File: src/hw/core_pkg.sv
package core_pkg;

    // ----------------------------------------
    // Bus types
    // ----------------------------------------
    typedef logic [31:0] wb_adr_t;    // Wishbone byte address
    typedef logic [31:0] wb_dat_t;    // Wishbone and register-bus data
    typedef logic [3:0]  wb_sel_t;    // Byte enables
    typedef logic [3:0]  reg_adr_t;   // Word index inside one slave
    typedef logic [1:0]  slave_id_t;  // Slave select field

    // Slave map on address bits 9:8
    localparam slave_id_t SLV_GLBL = 2'd0;  // Global config block
    localparam slave_id_t SLV_UART = 2'd1;  // UART core
    // IDs 2 and 3 have no slave and end in err

    // ----------------------------------------
    // Register indices
    // ----------------------------------------
    localparam reg_adr_t REG_GLBL_ID      = 4'd0;
    localparam reg_adr_t REG_GLBL_SCRATCH = 4'd1;
    localparam reg_adr_t REG_GLBL_IRQ     = 4'd2;
    localparam reg_adr_t REG_GLBL_RESET   = 4'd3;

    localparam reg_adr_t REG_UART_CTRL    = 4'd0;
    localparam reg_adr_t REG_UART_BAUD    = 4'd1;
    localparam reg_adr_t REG_UART_STATUS  = 4'd2;
    localparam reg_adr_t REG_UART_TXDATA  = 4'd3;
    localparam reg_adr_t REG_UART_RXDATA  = 4'd4;

    // Slave field of a byte address
    function automatic slave_id_t slave_of(wb_adr_t adr);
        return adr[9:8];
    endfunction

    // Word index, dropping the byte lane bits
    function automatic reg_adr_t reg_of(wb_adr_t adr);
        return adr[5:2];
    endfunction

endpackage : core_pkg

File: src/hw/reg_bus_if.sv
`timescale 1ns/100ps

// Simple register bus, one cs pulse per access
interface reg_bus_if import core_pkg::*; ();

    logic     cs;     // One-cycle select
    logic     wr;     // 1 write, 0 read
    reg_adr_t addr;   // Word index
    wb_dat_t  wdata;  // Write data
    wb_sel_t  be;     // Byte enables
    wb_dat_t  rdata;  // Read data, valid with ack
    logic     ack;    // Always one cycle after cs

    // Interconnect side
    modport host (
        output cs, wr, addr, wdata, be,
        input  rdata, ack
    );

    // Slave side
    modport device (
        input  cs, wr, addr, wdata, be,
        output rdata, ack
    );

endinterface : reg_bus_if

File: src/hw/wb_interconnect.sv
`timescale 1ns/100ps

// Single master Wishbone to two register-bus slaves
// Ack path: stage, cs, slave ack, response (4 flops)
// Err path: stage, decode, response (3 flops)
module wb_interconnect import core_pkg::*; (
    input  logic    wb_clk_i,
    input  logic    rst_i,

    // Wishbone request
    input  logic    wb_cyc_i,
    input  logic    wb_stb_i,
    input  wb_adr_t wb_adr_i,
    input  logic    wb_we_i,
    input  wb_dat_t wb_dat_i,
    input  wb_sel_t wb_sel_i,

    // Wishbone response
    output wb_dat_t wb_dat_o,
    output logic    wb_ack_o,
    output logic    wb_err_o,

    reg_bus_if.host glbl_bus,
    reg_bus_if.host uart_bus
);

    logic      busy;        // One request in flight
    logic      capture;     // Take a new request this edge
    logic      stg_vld;     // Staging flop holds a fresh request
    slave_id_t stg_slv;     // Staged slave field
    reg_adr_t  stg_reg;     // Staged word index
    logic      stg_we;
    wb_dat_t   stg_dat;
    wb_sel_t   stg_sel;
    logic      glbl_cs_q;   // Decoded selects
    logic      uart_cs_q;
    logic      unmap_q;     // No slave behind this address

    assign capture = wb_cyc_i && wb_stb_i && !busy;

    // ----------------------------------------
    // Cycle 1: request staging
    // ----------------------------------------
    always_ff @(posedge wb_clk_i) begin
        if (rst_i) begin
            busy    <= 1'b0;
            stg_vld <= 1'b0;
        end else begin
            stg_vld <= capture;  // Pulse, busy blocks a repeat
            if (capture)
                busy <= 1'b1;
            else if (wb_ack_o || wb_err_o)
                busy <= 1'b0;    // Master drops stb on seeing the response
        end
    end

    // Payload, only the fields the slaves need
    always_ff @(posedge wb_clk_i) begin
        if (capture) begin
            stg_slv <= slave_of(wb_adr_i);
            stg_reg <= reg_of(wb_adr_i);
            stg_we  <= wb_we_i;
            stg_dat <= wb_dat_i;
            stg_sel <= wb_sel_i;
        end
    end

    // ----------------------------------------
    // Cycle 2: slave decode
    // ----------------------------------------
    always_ff @(posedge wb_clk_i) begin
        if (rst_i) begin
            glbl_cs_q <= 1'b0;
            uart_cs_q <= 1'b0;
            unmap_q   <= 1'b0;
        end else begin
            glbl_cs_q <= stg_vld && (stg_slv == SLV_GLBL);
            uart_cs_q <= stg_vld && (stg_slv == SLV_UART);
            unmap_q   <= stg_vld && (stg_slv != SLV_GLBL) && (stg_slv != SLV_UART);
        end
    end

    // Staged fields held steady until the next capture
    assign glbl_bus.cs    = glbl_cs_q;
    assign glbl_bus.wr    = stg_we;
    assign glbl_bus.addr  = stg_reg;
    assign glbl_bus.wdata = stg_dat;
    assign glbl_bus.be    = stg_sel;

    assign uart_bus.cs    = uart_cs_q;
    assign uart_bus.wr    = stg_we;
    assign uart_bus.addr  = stg_reg;
    assign uart_bus.wdata = stg_dat;
    assign uart_bus.be    = stg_sel;

    // ----------------------------------------
    // Cycle 4: response combine (err at 3)
    // ----------------------------------------
    always_ff @(posedge wb_clk_i) begin
        if (rst_i) begin
            wb_ack_o <= 1'b0;
            wb_err_o <= 1'b0;
        end else begin
            wb_ack_o <= glbl_bus.ack || uart_bus.ack;  // Only one slave selected
            wb_err_o <= unmap_q;                         // Skips the slave stage
        end
    end

    // Read data picked by whichever ack came back
    always_ff @(posedge wb_clk_i) begin
        if (glbl_bus.ack)
            wb_dat_o <= glbl_bus.rdata;
        else if (uart_bus.ack)
            wb_dat_o <= uart_bus.rdata;
    end

endmodule : wb_interconnect

File: src/hw/glbl_cfg.sv
`timescale 1ns/100ps

// Global configuration registers
module glbl_cfg import core_pkg::*; #(
    parameter wb_dat_t DEVICE_IDCODE = 32'h0000_0001
) (
    input  logic         wb_clk_i,
    input  logic         rst_i,
    reg_bus_if.device    bus,
    output logic [2:0]   user_irq_o,
    output logic         uart_rst_o
);

    wb_dat_t    scratch;    // Software scratch word
    logic [2:0] irq_q;      // User interrupt lines
    logic       uart_run;   // 0 holds UART in reset
    logic       wr_en;      // Write strobe
    wb_dat_t    rd_mux;     // Read data before the flop

    assign wr_en = bus.cs && bus.wr;

    // ----------------------------------------
    // Register writes
    // ----------------------------------------
    always_ff @(posedge wb_clk_i) begin
        if (rst_i) begin
            scratch  <= '0;
            irq_q    <= '0;
            uart_run <= 1'b0;      // UART starts held in reset
        end else if (wr_en) begin
            case (bus.addr)
                REG_GLBL_SCRATCH: begin
                    for (int i = 0; i < $bits(wb_sel_t); i++) begin
                        if (bus.be[i])
                            scratch[8*i +: 8] <= bus.wdata[8*i +: 8];
                    end
                end
                REG_GLBL_IRQ: begin
                    if (bus.be[0])
                        irq_q <= bus.wdata[2:0];
                end
                REG_GLBL_RESET: begin
                    if (bus.be[0])
                        uart_run <= bus.wdata[0];
                end
                default: ;         // ID and holes ignore writes
            endcase
        end
    end

    // Read decode
    always_comb begin
        rd_mux = '0;
        case (bus.addr)
            REG_GLBL_ID:      rd_mux = DEVICE_IDCODE;
            REG_GLBL_SCRATCH: rd_mux = scratch;
            REG_GLBL_IRQ:     rd_mux = {29'd0, irq_q};
            REG_GLBL_RESET:   rd_mux = {31'd0, uart_run};
            default:          rd_mux = '0;   // Holes read zero
        endcase
    end

    // Ack one cycle after cs, every access
    always_ff @(posedge wb_clk_i) begin
        if (rst_i) begin
            bus.ack <= 1'b0;
        end else begin
            bus.ack <= bus.cs;
        end
    end

    always_ff @(posedge wb_clk_i) begin
        if (bus.cs)
            bus.rdata <= rd_mux;
    end

    assign user_irq_o = irq_q;
    assign uart_rst_o = !uart_run;  // Released by software

endmodule : glbl_cfg

File: src/hw/uart_core.sv
`timescale 1ns/100ps

// 8N1 UART with register port and programmable bit time
module uart_core import core_pkg::*; #(
    parameter logic [7:0] BAUD_DIV_RESET = 8'd16
) (
    input  logic      wb_clk_i,
    input  logic      rst_i,
    input  logic      soft_rst_i,   // From global config
    reg_bus_if.device bus,
    input  logic      uart_rx_i,
    output logic      uart_tx_o
);

    typedef logic [7:0] baud_t;    // Clocks per bit
    typedef enum logic [1:0] {TX_IDLE, TX_START, TX_DATA, TX_STOP} tx_state_t;
    typedef enum logic [1:0] {RX_IDLE, RX_START, RX_DATA, RX_STOP} rx_state_t;

    logic       clr;           // Hard or soft reset
    logic [1:0] ctrl_q;        // [0] tx enable, [1] rx enable
    baud_t      baud_q;
    logic       wr_en;
    logic       tx_start;      // Accepted TXDATA write
    logic       rd_rxdata;     // RXDATA read, clears flags
    wb_dat_t    rd_mux;

    tx_state_t  tx_state;
    baud_t      tx_cnt;
    logic [2:0] tx_bit;
    logic [7:0] tx_shift;
    logic       tx_q;

    rx_state_t  rx_state;
    baud_t      rx_cnt;
    logic [2:0] rx_bit;
    logic [7:0] rx_shift;
    logic [7:0] rx_data;
    logic       rx_valid;
    logic       rx_frame_err;
    logic       rx_meta, rx_sync, rx_prev;  // Synchronizer and edge detect

    assign clr       = rst_i || soft_rst_i;
    assign wr_en     = bus.cs && bus.wr && bus.be[0];  // Byte-wide registers
    assign tx_start  = wr_en && (bus.addr == REG_UART_TXDATA) && ctrl_q[0]
                       && (tx_state == TX_IDLE);
    assign rd_rxdata = bus.cs && !bus.wr && (bus.addr == REG_UART_RXDATA);

    // ----------------------------------------
    // Register file
    // ----------------------------------------
    always_ff @(posedge wb_clk_i) begin
        if (clr) begin
            ctrl_q <= '0;
            baud_q <= BAUD_DIV_RESET;
        end else if (wr_en) begin
            if (bus.addr == REG_UART_CTRL)
                ctrl_q <= bus.wdata[1:0];
            if (bus.addr == REG_UART_BAUD)    // Clamp at 4 clocks per bit
                baud_q <= (bus.wdata[7:0] < 8'd4) ? 8'd4 : bus.wdata[7:0];
        end
    end

    always_comb begin
        case (bus.addr)
            REG_UART_CTRL:   rd_mux = {30'd0, ctrl_q};
            REG_UART_BAUD:   rd_mux = {24'd0, baud_q};
            REG_UART_STATUS: rd_mux = {29'd0, rx_frame_err, rx_valid, tx_state != TX_IDLE};
            REG_UART_RXDATA: rd_mux = {24'd0, rx_data};
            default:         rd_mux = '0;   // TXDATA is write only
        endcase
    end

    // Port stays responsive during soft reset
    always_ff @(posedge wb_clk_i) begin
        if (rst_i)
            bus.ack <= 1'b0;
        else
            bus.ack <= bus.cs;
    end

    always_ff @(posedge wb_clk_i) begin
        if (bus.cs)
            bus.rdata <= rd_mux;
    end

    // ----------------------------------------
    // Transmitter
    // ----------------------------------------
    always_ff @(posedge wb_clk_i) begin
        if (clr) begin
            tx_state <= TX_IDLE;
            tx_cnt   <= '0;
            tx_bit   <= '0;
            tx_q     <= 1'b1;                    // Line idles high
        end else begin
            case (tx_state)
                TX_IDLE: if (tx_start) begin
                    tx_shift <= bus.wdata[7:0];
                    tx_q     <= 1'b0;            // Start bit
                    tx_cnt   <= baud_q - 8'd1;
                    tx_state <= TX_START;
                end
                TX_START: if (tx_cnt == '0) begin
                    tx_q     <= tx_shift[0];     // LSB first
                    tx_bit   <= '0;
                    tx_cnt   <= baud_q - 8'd1;
                    tx_state <= TX_DATA;
                end else begin
                    tx_cnt <= tx_cnt - 8'd1;
                end
                TX_DATA: if (tx_cnt == '0) begin
                    tx_cnt <= baud_q - 8'd1;
                    if (tx_bit == 3'd7) begin
                        tx_q     <= 1'b1;        // Stop bit
                        tx_state <= TX_STOP;
                    end else begin
                        tx_shift <= tx_shift >> 1;
                        tx_q     <= tx_shift[1];
                        tx_bit   <= tx_bit + 3'd1;
                    end
                end else begin
                    tx_cnt <= tx_cnt - 8'd1;
                end
                TX_STOP: if (tx_cnt == '0)
                    tx_state <= TX_IDLE;
                else
                    tx_cnt <= tx_cnt - 8'd1;
                default: tx_state <= TX_IDLE;
            endcase
        end
    end

    assign uart_tx_o = tx_q;

    // ----------------------------------------
    // Receiver
    // ----------------------------------------
    always_ff @(posedge wb_clk_i) begin
        if (clr) begin
            rx_meta <= 1'b1;
            rx_sync <= 1'b1;
            rx_prev <= 1'b1;
        end else begin
            rx_meta <= uart_rx_i;   // Two-flop synchronizer
            rx_sync <= rx_meta;
            rx_prev <= rx_sync;
        end
    end

    always_ff @(posedge wb_clk_i) begin
        if (clr) begin
            rx_state     <= RX_IDLE;
            rx_cnt       <= '0;
            rx_bit       <= '0;
            rx_data      <= '0;
            rx_valid     <= 1'b0;
            rx_frame_err <= 1'b0;
        end else begin
            if (rd_rxdata) begin
                rx_valid     <= 1'b0;
                rx_frame_err <= 1'b0;
            end
            case (rx_state)
                RX_IDLE: if (ctrl_q[1] && rx_prev && !rx_sync) begin
                    rx_cnt   <= {1'b0, baud_q[7:1]} - 8'd1;  // Half bit to mid start
                    rx_state <= RX_START;
                end
                RX_START: if (rx_cnt == '0) begin
                    rx_cnt   <= baud_q - 8'd1;
                    rx_bit   <= '0;
                    rx_state <= rx_sync ? RX_IDLE : RX_DATA;  // Glitch back to idle
                end else begin
                    rx_cnt <= rx_cnt - 8'd1;
                end
                RX_DATA: if (rx_cnt == '0) begin
                    rx_shift <= {rx_sync, rx_shift[7:1]};
                    rx_cnt   <= baud_q - 8'd1;
                    rx_bit   <= rx_bit + 3'd1;
                    if (rx_bit == 3'd7)
                        rx_state <= RX_STOP;
                end else begin
                    rx_cnt <= rx_cnt - 8'd1;
                end
                RX_STOP: if (rx_cnt == '0) begin
                    rx_data      <= rx_shift;
                    rx_valid     <= 1'b1;
                    rx_frame_err <= !rx_sync;   // Stop bit must be high
                    rx_state     <= RX_IDLE;
                end else begin
                    rx_cnt <= rx_cnt - 8'd1;
                end
                default: rx_state <= RX_IDLE;
            endcase
        end
    end

endmodule : uart_core

File: src/hw/digital_core.sv
`timescale 1ns/100ps

// System-bus core: Wishbone port, global config and UART
module digital_core import core_pkg::*; #(
    parameter wb_dat_t    DEVICE_IDCODE  = 32'h0D1C_0001,
    parameter logic [7:0] BAUD_DIV_RESET = 8'd16
) (
    input  logic       wb_clk_i,    // System clock
    input  logic       rst_i,       // Sync reset, active high

    // External Wishbone master
    input  logic       wb_cyc_i,
    input  logic       wb_stb_i,
    input  wb_adr_t    wb_adr_i,
    input  logic       wb_we_i,
    input  wb_dat_t    wb_dat_i,
    input  wb_sel_t    wb_sel_i,
    output wb_dat_t    wb_dat_o,
    output logic       wb_ack_o,
    output logic       wb_err_o,

    // UART lines
    input  logic       uart_rx_i,
    output logic       uart_tx_o,

    output logic [2:0] user_irq_o
);

    logic uart_soft_rst;  // Held until software sets uart_run

    reg_bus_if glbl_bus ();
    reg_bus_if uart_bus ();

    // ----------------------------------------
    // Interconnect
    // ----------------------------------------
    wb_interconnect u_intercon (
        .wb_clk_i (wb_clk_i),
        .rst_i    (rst_i),
        .wb_cyc_i (wb_cyc_i),
        .wb_stb_i (wb_stb_i),
        .wb_adr_i (wb_adr_i),
        .wb_we_i  (wb_we_i),
        .wb_dat_i (wb_dat_i),
        .wb_sel_i (wb_sel_i),
        .wb_dat_o (wb_dat_o),
        .wb_ack_o (wb_ack_o),
        .wb_err_o (wb_err_o),
        .glbl_bus (glbl_bus.host),
        .uart_bus (uart_bus.host)
    );

    // Slaves side by side
    glbl_cfg #(
        .DEVICE_IDCODE (DEVICE_IDCODE)
    ) u_glbl_cfg (
        .wb_clk_i   (wb_clk_i),
        .rst_i      (rst_i),
        .bus        (glbl_bus.device),
        .user_irq_o (user_irq_o),
        .uart_rst_o (uart_soft_rst)
    );

    uart_core #(
        .BAUD_DIV_RESET (BAUD_DIV_RESET)
    ) u_uart_core (
        .wb_clk_i   (wb_clk_i),
        .rst_i      (rst_i),
        .soft_rst_i (uart_soft_rst),
        .bus        (uart_bus.device),
        .uart_rx_i  (uart_rx_i),
        .uart_tx_o  (uart_tx_o)
    );

endmodule : digital_core

File: config.mk
export PLATFORM = sky130hd
export DESIGN_NAME = digital_core
export DESIGN_NICKNAME = d
export VERILOG_FILES = /design/src/hw/core_pkg.sv /design/src/hw/reg_bus_if.sv /design/src/hw/wb_interconnect.sv /design/src/hw/glbl_cfg.sv /design/src/hw/uart_core.sv /design/src/hw/digital_core.sv
export SDC_FILE = /design/constraint.sdc
export NUM_CORES = 1
export LEC_CHECK = 0
export ABC_CLOCK_PERIOD_IN_PS = 4700
export BUFFER_PORTS_ARGS = -buffer_cell sky130_fd_sc_hd__buf_4
export CAP_MARGIN = 20
export CELL_PAD_IN_SITES_DETAIL_PLACEMENT = 0
export CELL_PAD_IN_SITES_GLOBAL_PLACEMENT = 1
export CORE_ASPECT_RATIO = 0.5
export CORE_MARGIN = 1.5
export CORE_UTILIZATION = 50
export DETAILED_ROUTE_END_ITERATION = 7
export GPL_TIMING_DRIVEN = 0
export PLACE_DENSITY = 0.9
export SYNTH_ARGS = -nofsm -noshare
export SYNTH_HDL_FRONTEND = slang
export SYNTH_SLANG_ARGS = --single-unit
File: constraint.sdc
create_clock -name wb_clk_i -period 4.7 [get_ports wb_clk_i]
set_input_delay 0.235 -clock wb_clk_i [delete_from_list [all_inputs] [get_ports wb_clk_i]]
set_output_delay 0.235 -clock wb_clk_i [all_outputs]
set_load 0.005 [all_outputs]
Yosys cells after proc, flatten, opt, wreduce, memory -nomap -nowiden --
Cells that the tools add are included.
Word-level totals: logic and storage cells 182, bits of input ports 74, bits in registers 250, output and inout port bits 38
Operators by class: equal/unequal tests 27, bitwise gates (word level) 1, $add $sub $neg 6, reduce and logical (&&, ||, !) cells 57, magnitude comparators 1, muxes and demuxes 50
Operators with widths (count):
- 32-bit case mux with 4 select lines | 1
- 8-bit two-way mux | 10
- 32-bit two-way mux | 2
- 8-bit case mux with 3 select lines | 2
- 8-bit case mux with 4 select lines | 1
- 3-bit AND reduction | 8
- 8-bit by 1-bit subtractor with 8-bit output, second input constant | 3
- 2-bit two-way mux | 11
- 2-bit by 1-bit inequality test with 1-bit output, second input constant | 11
- 1-bit logical AND | 16
- 8-bit zero test | 2
- 2-bit case mux with 4 select lines | 2
- 8-bit case mux with 2 select lines | 1
- 3-bit two-way mux | 5
- 5-bit AND reduction | 3
- 2-bit nonzero test | 7
- 1-bit two-way mux | 12
- 3-bit case mux with 2 select lines | 2
- 2-bit AND reduction | 5
- 2-bit equality test, second input constant | 4
- 4-bit by 2-bit equality test with 1-bit output, second input constant | 2
- 8-bit by 3-bit < comparator with 1-bit output, second input constant | 1
- 4-bit AND reduction | 2
- 7-bit by 1-bit subtractor with 8-bit output, second input constant | 1
- other kinds (14) | 28

Longest topological paths before layout --
word-level depth 7, mapped depth 8, gate-level depth less buffers 7

Hierarchy --
A second synthesis with hierarchy kept.
Unflattened totals: cell total of the unflattened synthesis 886, area total of the unflattened synthesis 10443.8 µm²
Modules (own cells, without submodules):
- uart_core | sequential area each 1741.7 µm², instances 1, cells each 468, area each 4195.3 µm²
- wb_interconnect | sequential area each 2392.3 µm², instances 1, cells each 170, area each 3319.4 µm²
- glbl_cfg | sequential area each 1701.6 µm², instances 1, cells each 248, area each 2929.1 µm²

Least setup slack after synthesis --
OpenSTA, ideal clock, no wires.
path type register -> register, start register u_uart_core.tx_cnt[0], end register u_uart_core.tx_shift[0], enable pin, data required time 4.317 ns, cell stages (with the launch flop) 7, setup time 0.383 ns, arrival 1.972 ns, clock period less this slack 2.356 ns, setup slack 2.344 ns, cells stage by stage dfxtp_1 > inv_1 > ha_1 > or4b_4 > nor2_4 > a21oi_1 > nor3_1
On the way: word-level cells in the longest chain between the ends 3
RTL lines:
- from (decl) | RTL line uart_core.sv:28 | baud_t tx_cnt;
- from (signal assigned) | RTL line uart_core.sv:100 | tx_cnt <= baud_q - 8'd1;
- from (signal assigned) | RTL line uart_core.sv:106 | tx_cnt <= baud_q - 8'd1;
- from (signal assigned) | RTL line uart_core.sv:109 | tx_cnt <= tx_cnt - 8'd1;
- 8-bit zero test | RTL line uart_core.sv:111 | TX_DATA: if (tx_cnt == '0) begin
- 2-bit by 1-bit inequality test with 1-bit output (no line)
- 5-bit AND reduction (no line)
- to (signal assigned) | RTL line uart_core.sv:98 | tx_shift <= bus.wdata[7:0];
- to (signal assigned) | RTL line uart_core.sv:117 | tx_shift <= tx_shift >> 1;
- to (decl) | RTL line uart_core.sv:30 | logic [7:0] tx_shift;
No other way between the ends. A chain may end at the register's enable or synchronous reset.

Final worst setup path --
start register u_uart_core.rx_cnt[0], end register u_uart_core.rx_shift[0], enable pin
On the way: word-level cells in the longest chain between the ends 2
RTL lines:
- from (decl) | RTL line uart_core.sv:34 | baud_t rx_cnt;
- from (signal assigned) | RTL line uart_core.sv:165 | rx_cnt <= {1'b0, baud_q[7:1]} - 8'd1;
- from (signal assigned) | RTL line uart_core.sv:169 | rx_cnt <= baud_q - 8'd1;
- from (signal assigned) | RTL line uart_core.sv:173 | rx_cnt <= rx_cnt - 8'd1;
- 8-bit zero test | RTL line uart_core.sv:175 | RX_DATA: if (rx_cnt == '0) begin
- 3-bit AND reduction (no line)
- to (signal assigned) | RTL line uart_core.sv:176 | rx_shift <= {rx_sync, rx_shift[7:1]};
- to (decl) | RTL line uart_core.sv:36 | logic [7:0] rx_shift;
No other way between the ends.

==> impl_metrics.py <==
metrics = {
    "synthesis": {
        "ys.warnings.count": 0,
        "synthDominantAreaCellType": "sky130_fd_sc_hd__edfxtp_1",
        "syn_area_per_cell_um2": 11.5,
        "number_of_nets_in_the_synthesized_netlist": 899,
        "ys_top_cells_by_area": "sky130_fd_sc_hd__edfxtp_1 (42%), sky130_fd_sc_hd__dfxtp_1 (20%), sky130_fd_sc_hd__a21oi_1 (3.5%)",
        "synth-seq-area-share_pct": 62.6,
        "syn_inst": 808,
        "post_synth_top_area_share_pct": 42.2,
        "synth_seq_cells": 226,
        "syn-cell-area_um2": 9330,
        "synth_async_sr_flop_share_pct": 0,
        "ys_types": 69,
        "top_ff_cell_synth": "sky130_fd_sc_hd__edfxtp_1",
        "synth_enable_flop_cells": 131,
    },
    "cts": {
        "ctsHtreeMaxLevel": 1,
        "cts_num_sinks": 226,
        "max_clock_buf_depth": 3,
        "numCtsBuffers": 21,
        "cts_setup_buffers": 0,
        "cts_tree": "done",
        "cts_root_buf": "sky130_fd_sc_hd__clkbuf_16",
        "insertion_delay_ns": 0.50,
        "cts.clk_slew.worst_paths_ns": 0.07,
    },
    "run": {
        "drv_cap": 0,
    },
    "finish": {
        "antennaDiodeCount": 0,
        "mostFrequentLayoutCell": "sky130_fd_sc_hd__edfxtp_1",
        "layout-area-overhead-vs-synth_pct": 22.0,
        "nets": 1053,
        "final_cell_mix": "sky130_fd_sc_hd__edfxtp_1 (131), sky130_fd_sc_hd__dfxtp_1 (95), sky130_fd_sc_hd__buf_4 (85)",
        "nFillCells": 1406,
        "post_route_cells_drive_above_1_share_pct": 16.0,
    },
    "place": {
        "placer_congestion": 0.839,
        "post-dp-hpwl_um": 13900,
        "io_buffer_count": 85,
    },
    "power": {
        "static-leakage-power_nw": 4.01,
        "p_clk_share_pct": 41.9,
        "pwr-share-comb_pct": 2.8,
        "intPower_mw": 3.07,
        "cellPowerDensity_nw_per_um2": 337,
        "switching_power_uw": 762,
        "total_power_mw": 3.83,
        "irDropWorstVdd_v": 0.000266,
        "switching_share_pct": 19.9,
        "power.share.sequential_pct": 55.3,
    },
    "die": {
        "floorplan.rows": 35,
        "ioPinCount": 112,
        "die_y_um": 99.6,
        "die_area_um2": 19500,
        "initial_utilization_pct": 50.8,
        "die_x_um": 196,
        "area_of_the_core_region_um2": 18300,
    },
    "worst_hold_path": {
        "min_path_type": "in -> reg",
    },
    "routing": {
        "drtPass1Iterations": 5,
        "routed_via_density": 5.44,
        "route.final.wire_length_um": 21000,
        "drtAntennaViolNets": 0,
        "initialDrtViolationCount": 386,
        "wl_per_cell_um": 17.3,
        "post-route-drc-count": 0,
        "route.vias.total": 6624,
    },
    "timing": {
        "fmax_ghz": 0.407,
        "clock_skew_ns": 0.0108,
        "setup_total_negative_slack_ns": 0,
        "layout_min_cycle_time_ns": 2.46,
        "drv_slew": 0,
        "worst_slew_margin_rel_pct": 36.4,
        "finalHoldViolCount": 0,
        "post-route-period-util_pct": 52.2,
        "rsz0062_at_grt": "no",
        "finalSetupViolCount": 0,
        "worstMarginPinSlew_ns": 0.952,
    },
    "setup_path": {
        "endpoint_kind": "flip-flop",
        "crit_type": "reg -> reg",
        "critPathRequiredTime_ns": 4.86,
        "cp_max_fo": 10,
        "critPathLaunchType": "flip-flop",
        "rrSetupSlack_ns": 2.24,
        "cp.arrival_ns": 2.61,
    },
    "global_route": {
        "wire_length_of_the_first_global_routing_pass_um": 33300,
        "grt_overflow": 0,
        "number_of_antenna_violations_at_the_first_check_in_global_routing": 0,
        "gr-usage-all-layers_pct": 21.6,
        "grt_pass1_vias": 6544,
        "grt_start_max_net_pins": 44,
    },
    "outcome": {
        "status": "completed",
    },
}
[area by class of cell]
type | instances | area (um2) | area share [%]
Inverter | 24 | 90.1 | 0.792
Clock inverter | 7 | 62.6 | 0.550
Timing Repair Buffer | 131 | 1110 | 9.77
Sequential cell | 226 | 5840 | 51.3
Tap cell | 240 | 300 | 2.64
Multi-Input combinational cell | 511 | 3210 | 28.2
Buffer | 47 | 188 | 1.65
Clock buffer | 31 | 573 | 5.04
[worst paths after layout]
path,start,endpoint,cells after the start
min,wb_stb_i,u_intercon.stg_vld,4
max reg2reg,u_uart_core.rx_cnt[0],u_uart_core.rx_shift[0],6
min reg2reg,u_intercon.stg_slv[0],u_intercon.glbl_bus.cs,1
max,u_uart_core.rx_cnt[0],u_uart_core.rx_shift[0],6
[per-layer routing]
layer | up-vias | share of wire [%] | routed length (um) | GRT usage (%)
met1 | 3152 | 43 | 9030 | 26.9
met3 | 42 | 4.9 | 1030 | 3.76
li1 | 3239 | - | - | -
met5 | - | 0 | 0 | 0
met4 | 0 | 2.4 | 495 | 6.45
met2 | 191 | 50 | 10500 | 39.0
[critical path, cell delays in order (launching register included)]
cell and delay [ns]:
sky130_fd_sc_hd__dfxtp_1 0.32, sky130_fd_sc_hd__inv_1 0.07, sky130_fd_sc_hd__ha_1 0.23, sky130_fd_sc_hd__or4b_4 0.54
sky130_fd_sc_hd__nor2_4 0.25, sky130_fd_sc_hd__buf_2 0.27, sky130_fd_sc_hd__and3_1 0.43
[registers in the layout (all words and copies together), names as in the netlist, 4 cells and up, named ones only]
signal / flops
u_uart_core.rx_data: 8
u_uart_core.bus.rdata: 8
u_glbl_cfg.scratch: 32
u_uart_core.rx_shift: 8
u_uart_core.rx_cnt: 8
u_intercon.glbl_bus.addr: 4
u_intercon.glbl_bus.be: 4
u_uart_core.baud_q: 8
u_glbl_cfg.bus.rdata: 32
u_uart_core.tx_shift: 8
u_intercon.wb_dat_o: 32
u_intercon.glbl_bus.wdata: 32
u_uart_core.tx_cnt: 8
[through the flow]
| step | hold WS, ns | cells | utilization, % | setup WS [ns] | instance area, um2 |
|---|---|---|---|---|---|
| 3_5_place_dp | 0.414 | 1134 | 56.1 | 1.98 | 10300 |
| 6_report | 0.130 | 1217 | 62.0 | 2.24 | 11400 |
| 5_1_grt | 0.113 | 1217 | 62.0 | 2.11 | 11400 |
| 3_3_place_gp | 0.396 | 1133 | 55.9 | 2.07 | 10300 |
| 2_1_floorplan | 0.334 | 808 | - | 2.34 | 9330 |
| 4_1_cts | 0.116 | 1216 | 62.0 | 1.97 | 11400 |
[power groups by stage]
stage	Combinational [mW]	Sequential, mW	Clock, mW
2_1_floorplan	0.0310	2.16	0
3_3_place_gp	0.0734	2.16	0
3_5_place_dp	0.0767	2.16	0
4_1_cts	0.107	2.12	1.63
5_1_grt	0.115	2.12	1.72
6_report	0.108	2.12	1.60
[kinds of logic (layout without fill, tap and decap cells)]
logic type / count (synthesis) / count (layout) / synth area share [%]
simple gates: 299 / 299 / 16.9
compound gates: 152 / 152 / 10.6
fa+ha+maj: 17 / 17 / 2.28
xor+xnor: 13 / 13 / 1.22
buf+inv: 71 / 240 / 2.98
flops: 226 / 226 / 62.6
mux: 30 / 30 / 3.41
[what timing repair did]
action,in CTS,in global routing
hold buffers,44,0
endpoints found under the hold margin,44,0
resized for setup,0,0
[cells in the mapped netlist (all sizes together), types with 4 or more instances]
cell      n
edfxtp  131
dfxtp    95
nand2    82
a21oi    67
and2     48
nor2     48
nand3    43
clkbuf   36
inv      24
o21ai    21
ha       17
mux2i    16
nor2b    16
mux2     14
nor3     12
buf      11
xnor2     9
a22o      7
or3       7
a211oi    6
a32o      6
nand4     6
o32ai     6
a31oi     5
nor4b     5
a22oi     4
nor3b     4
o22ai     4
xor2      4
(Power assumes the default switching activity.)
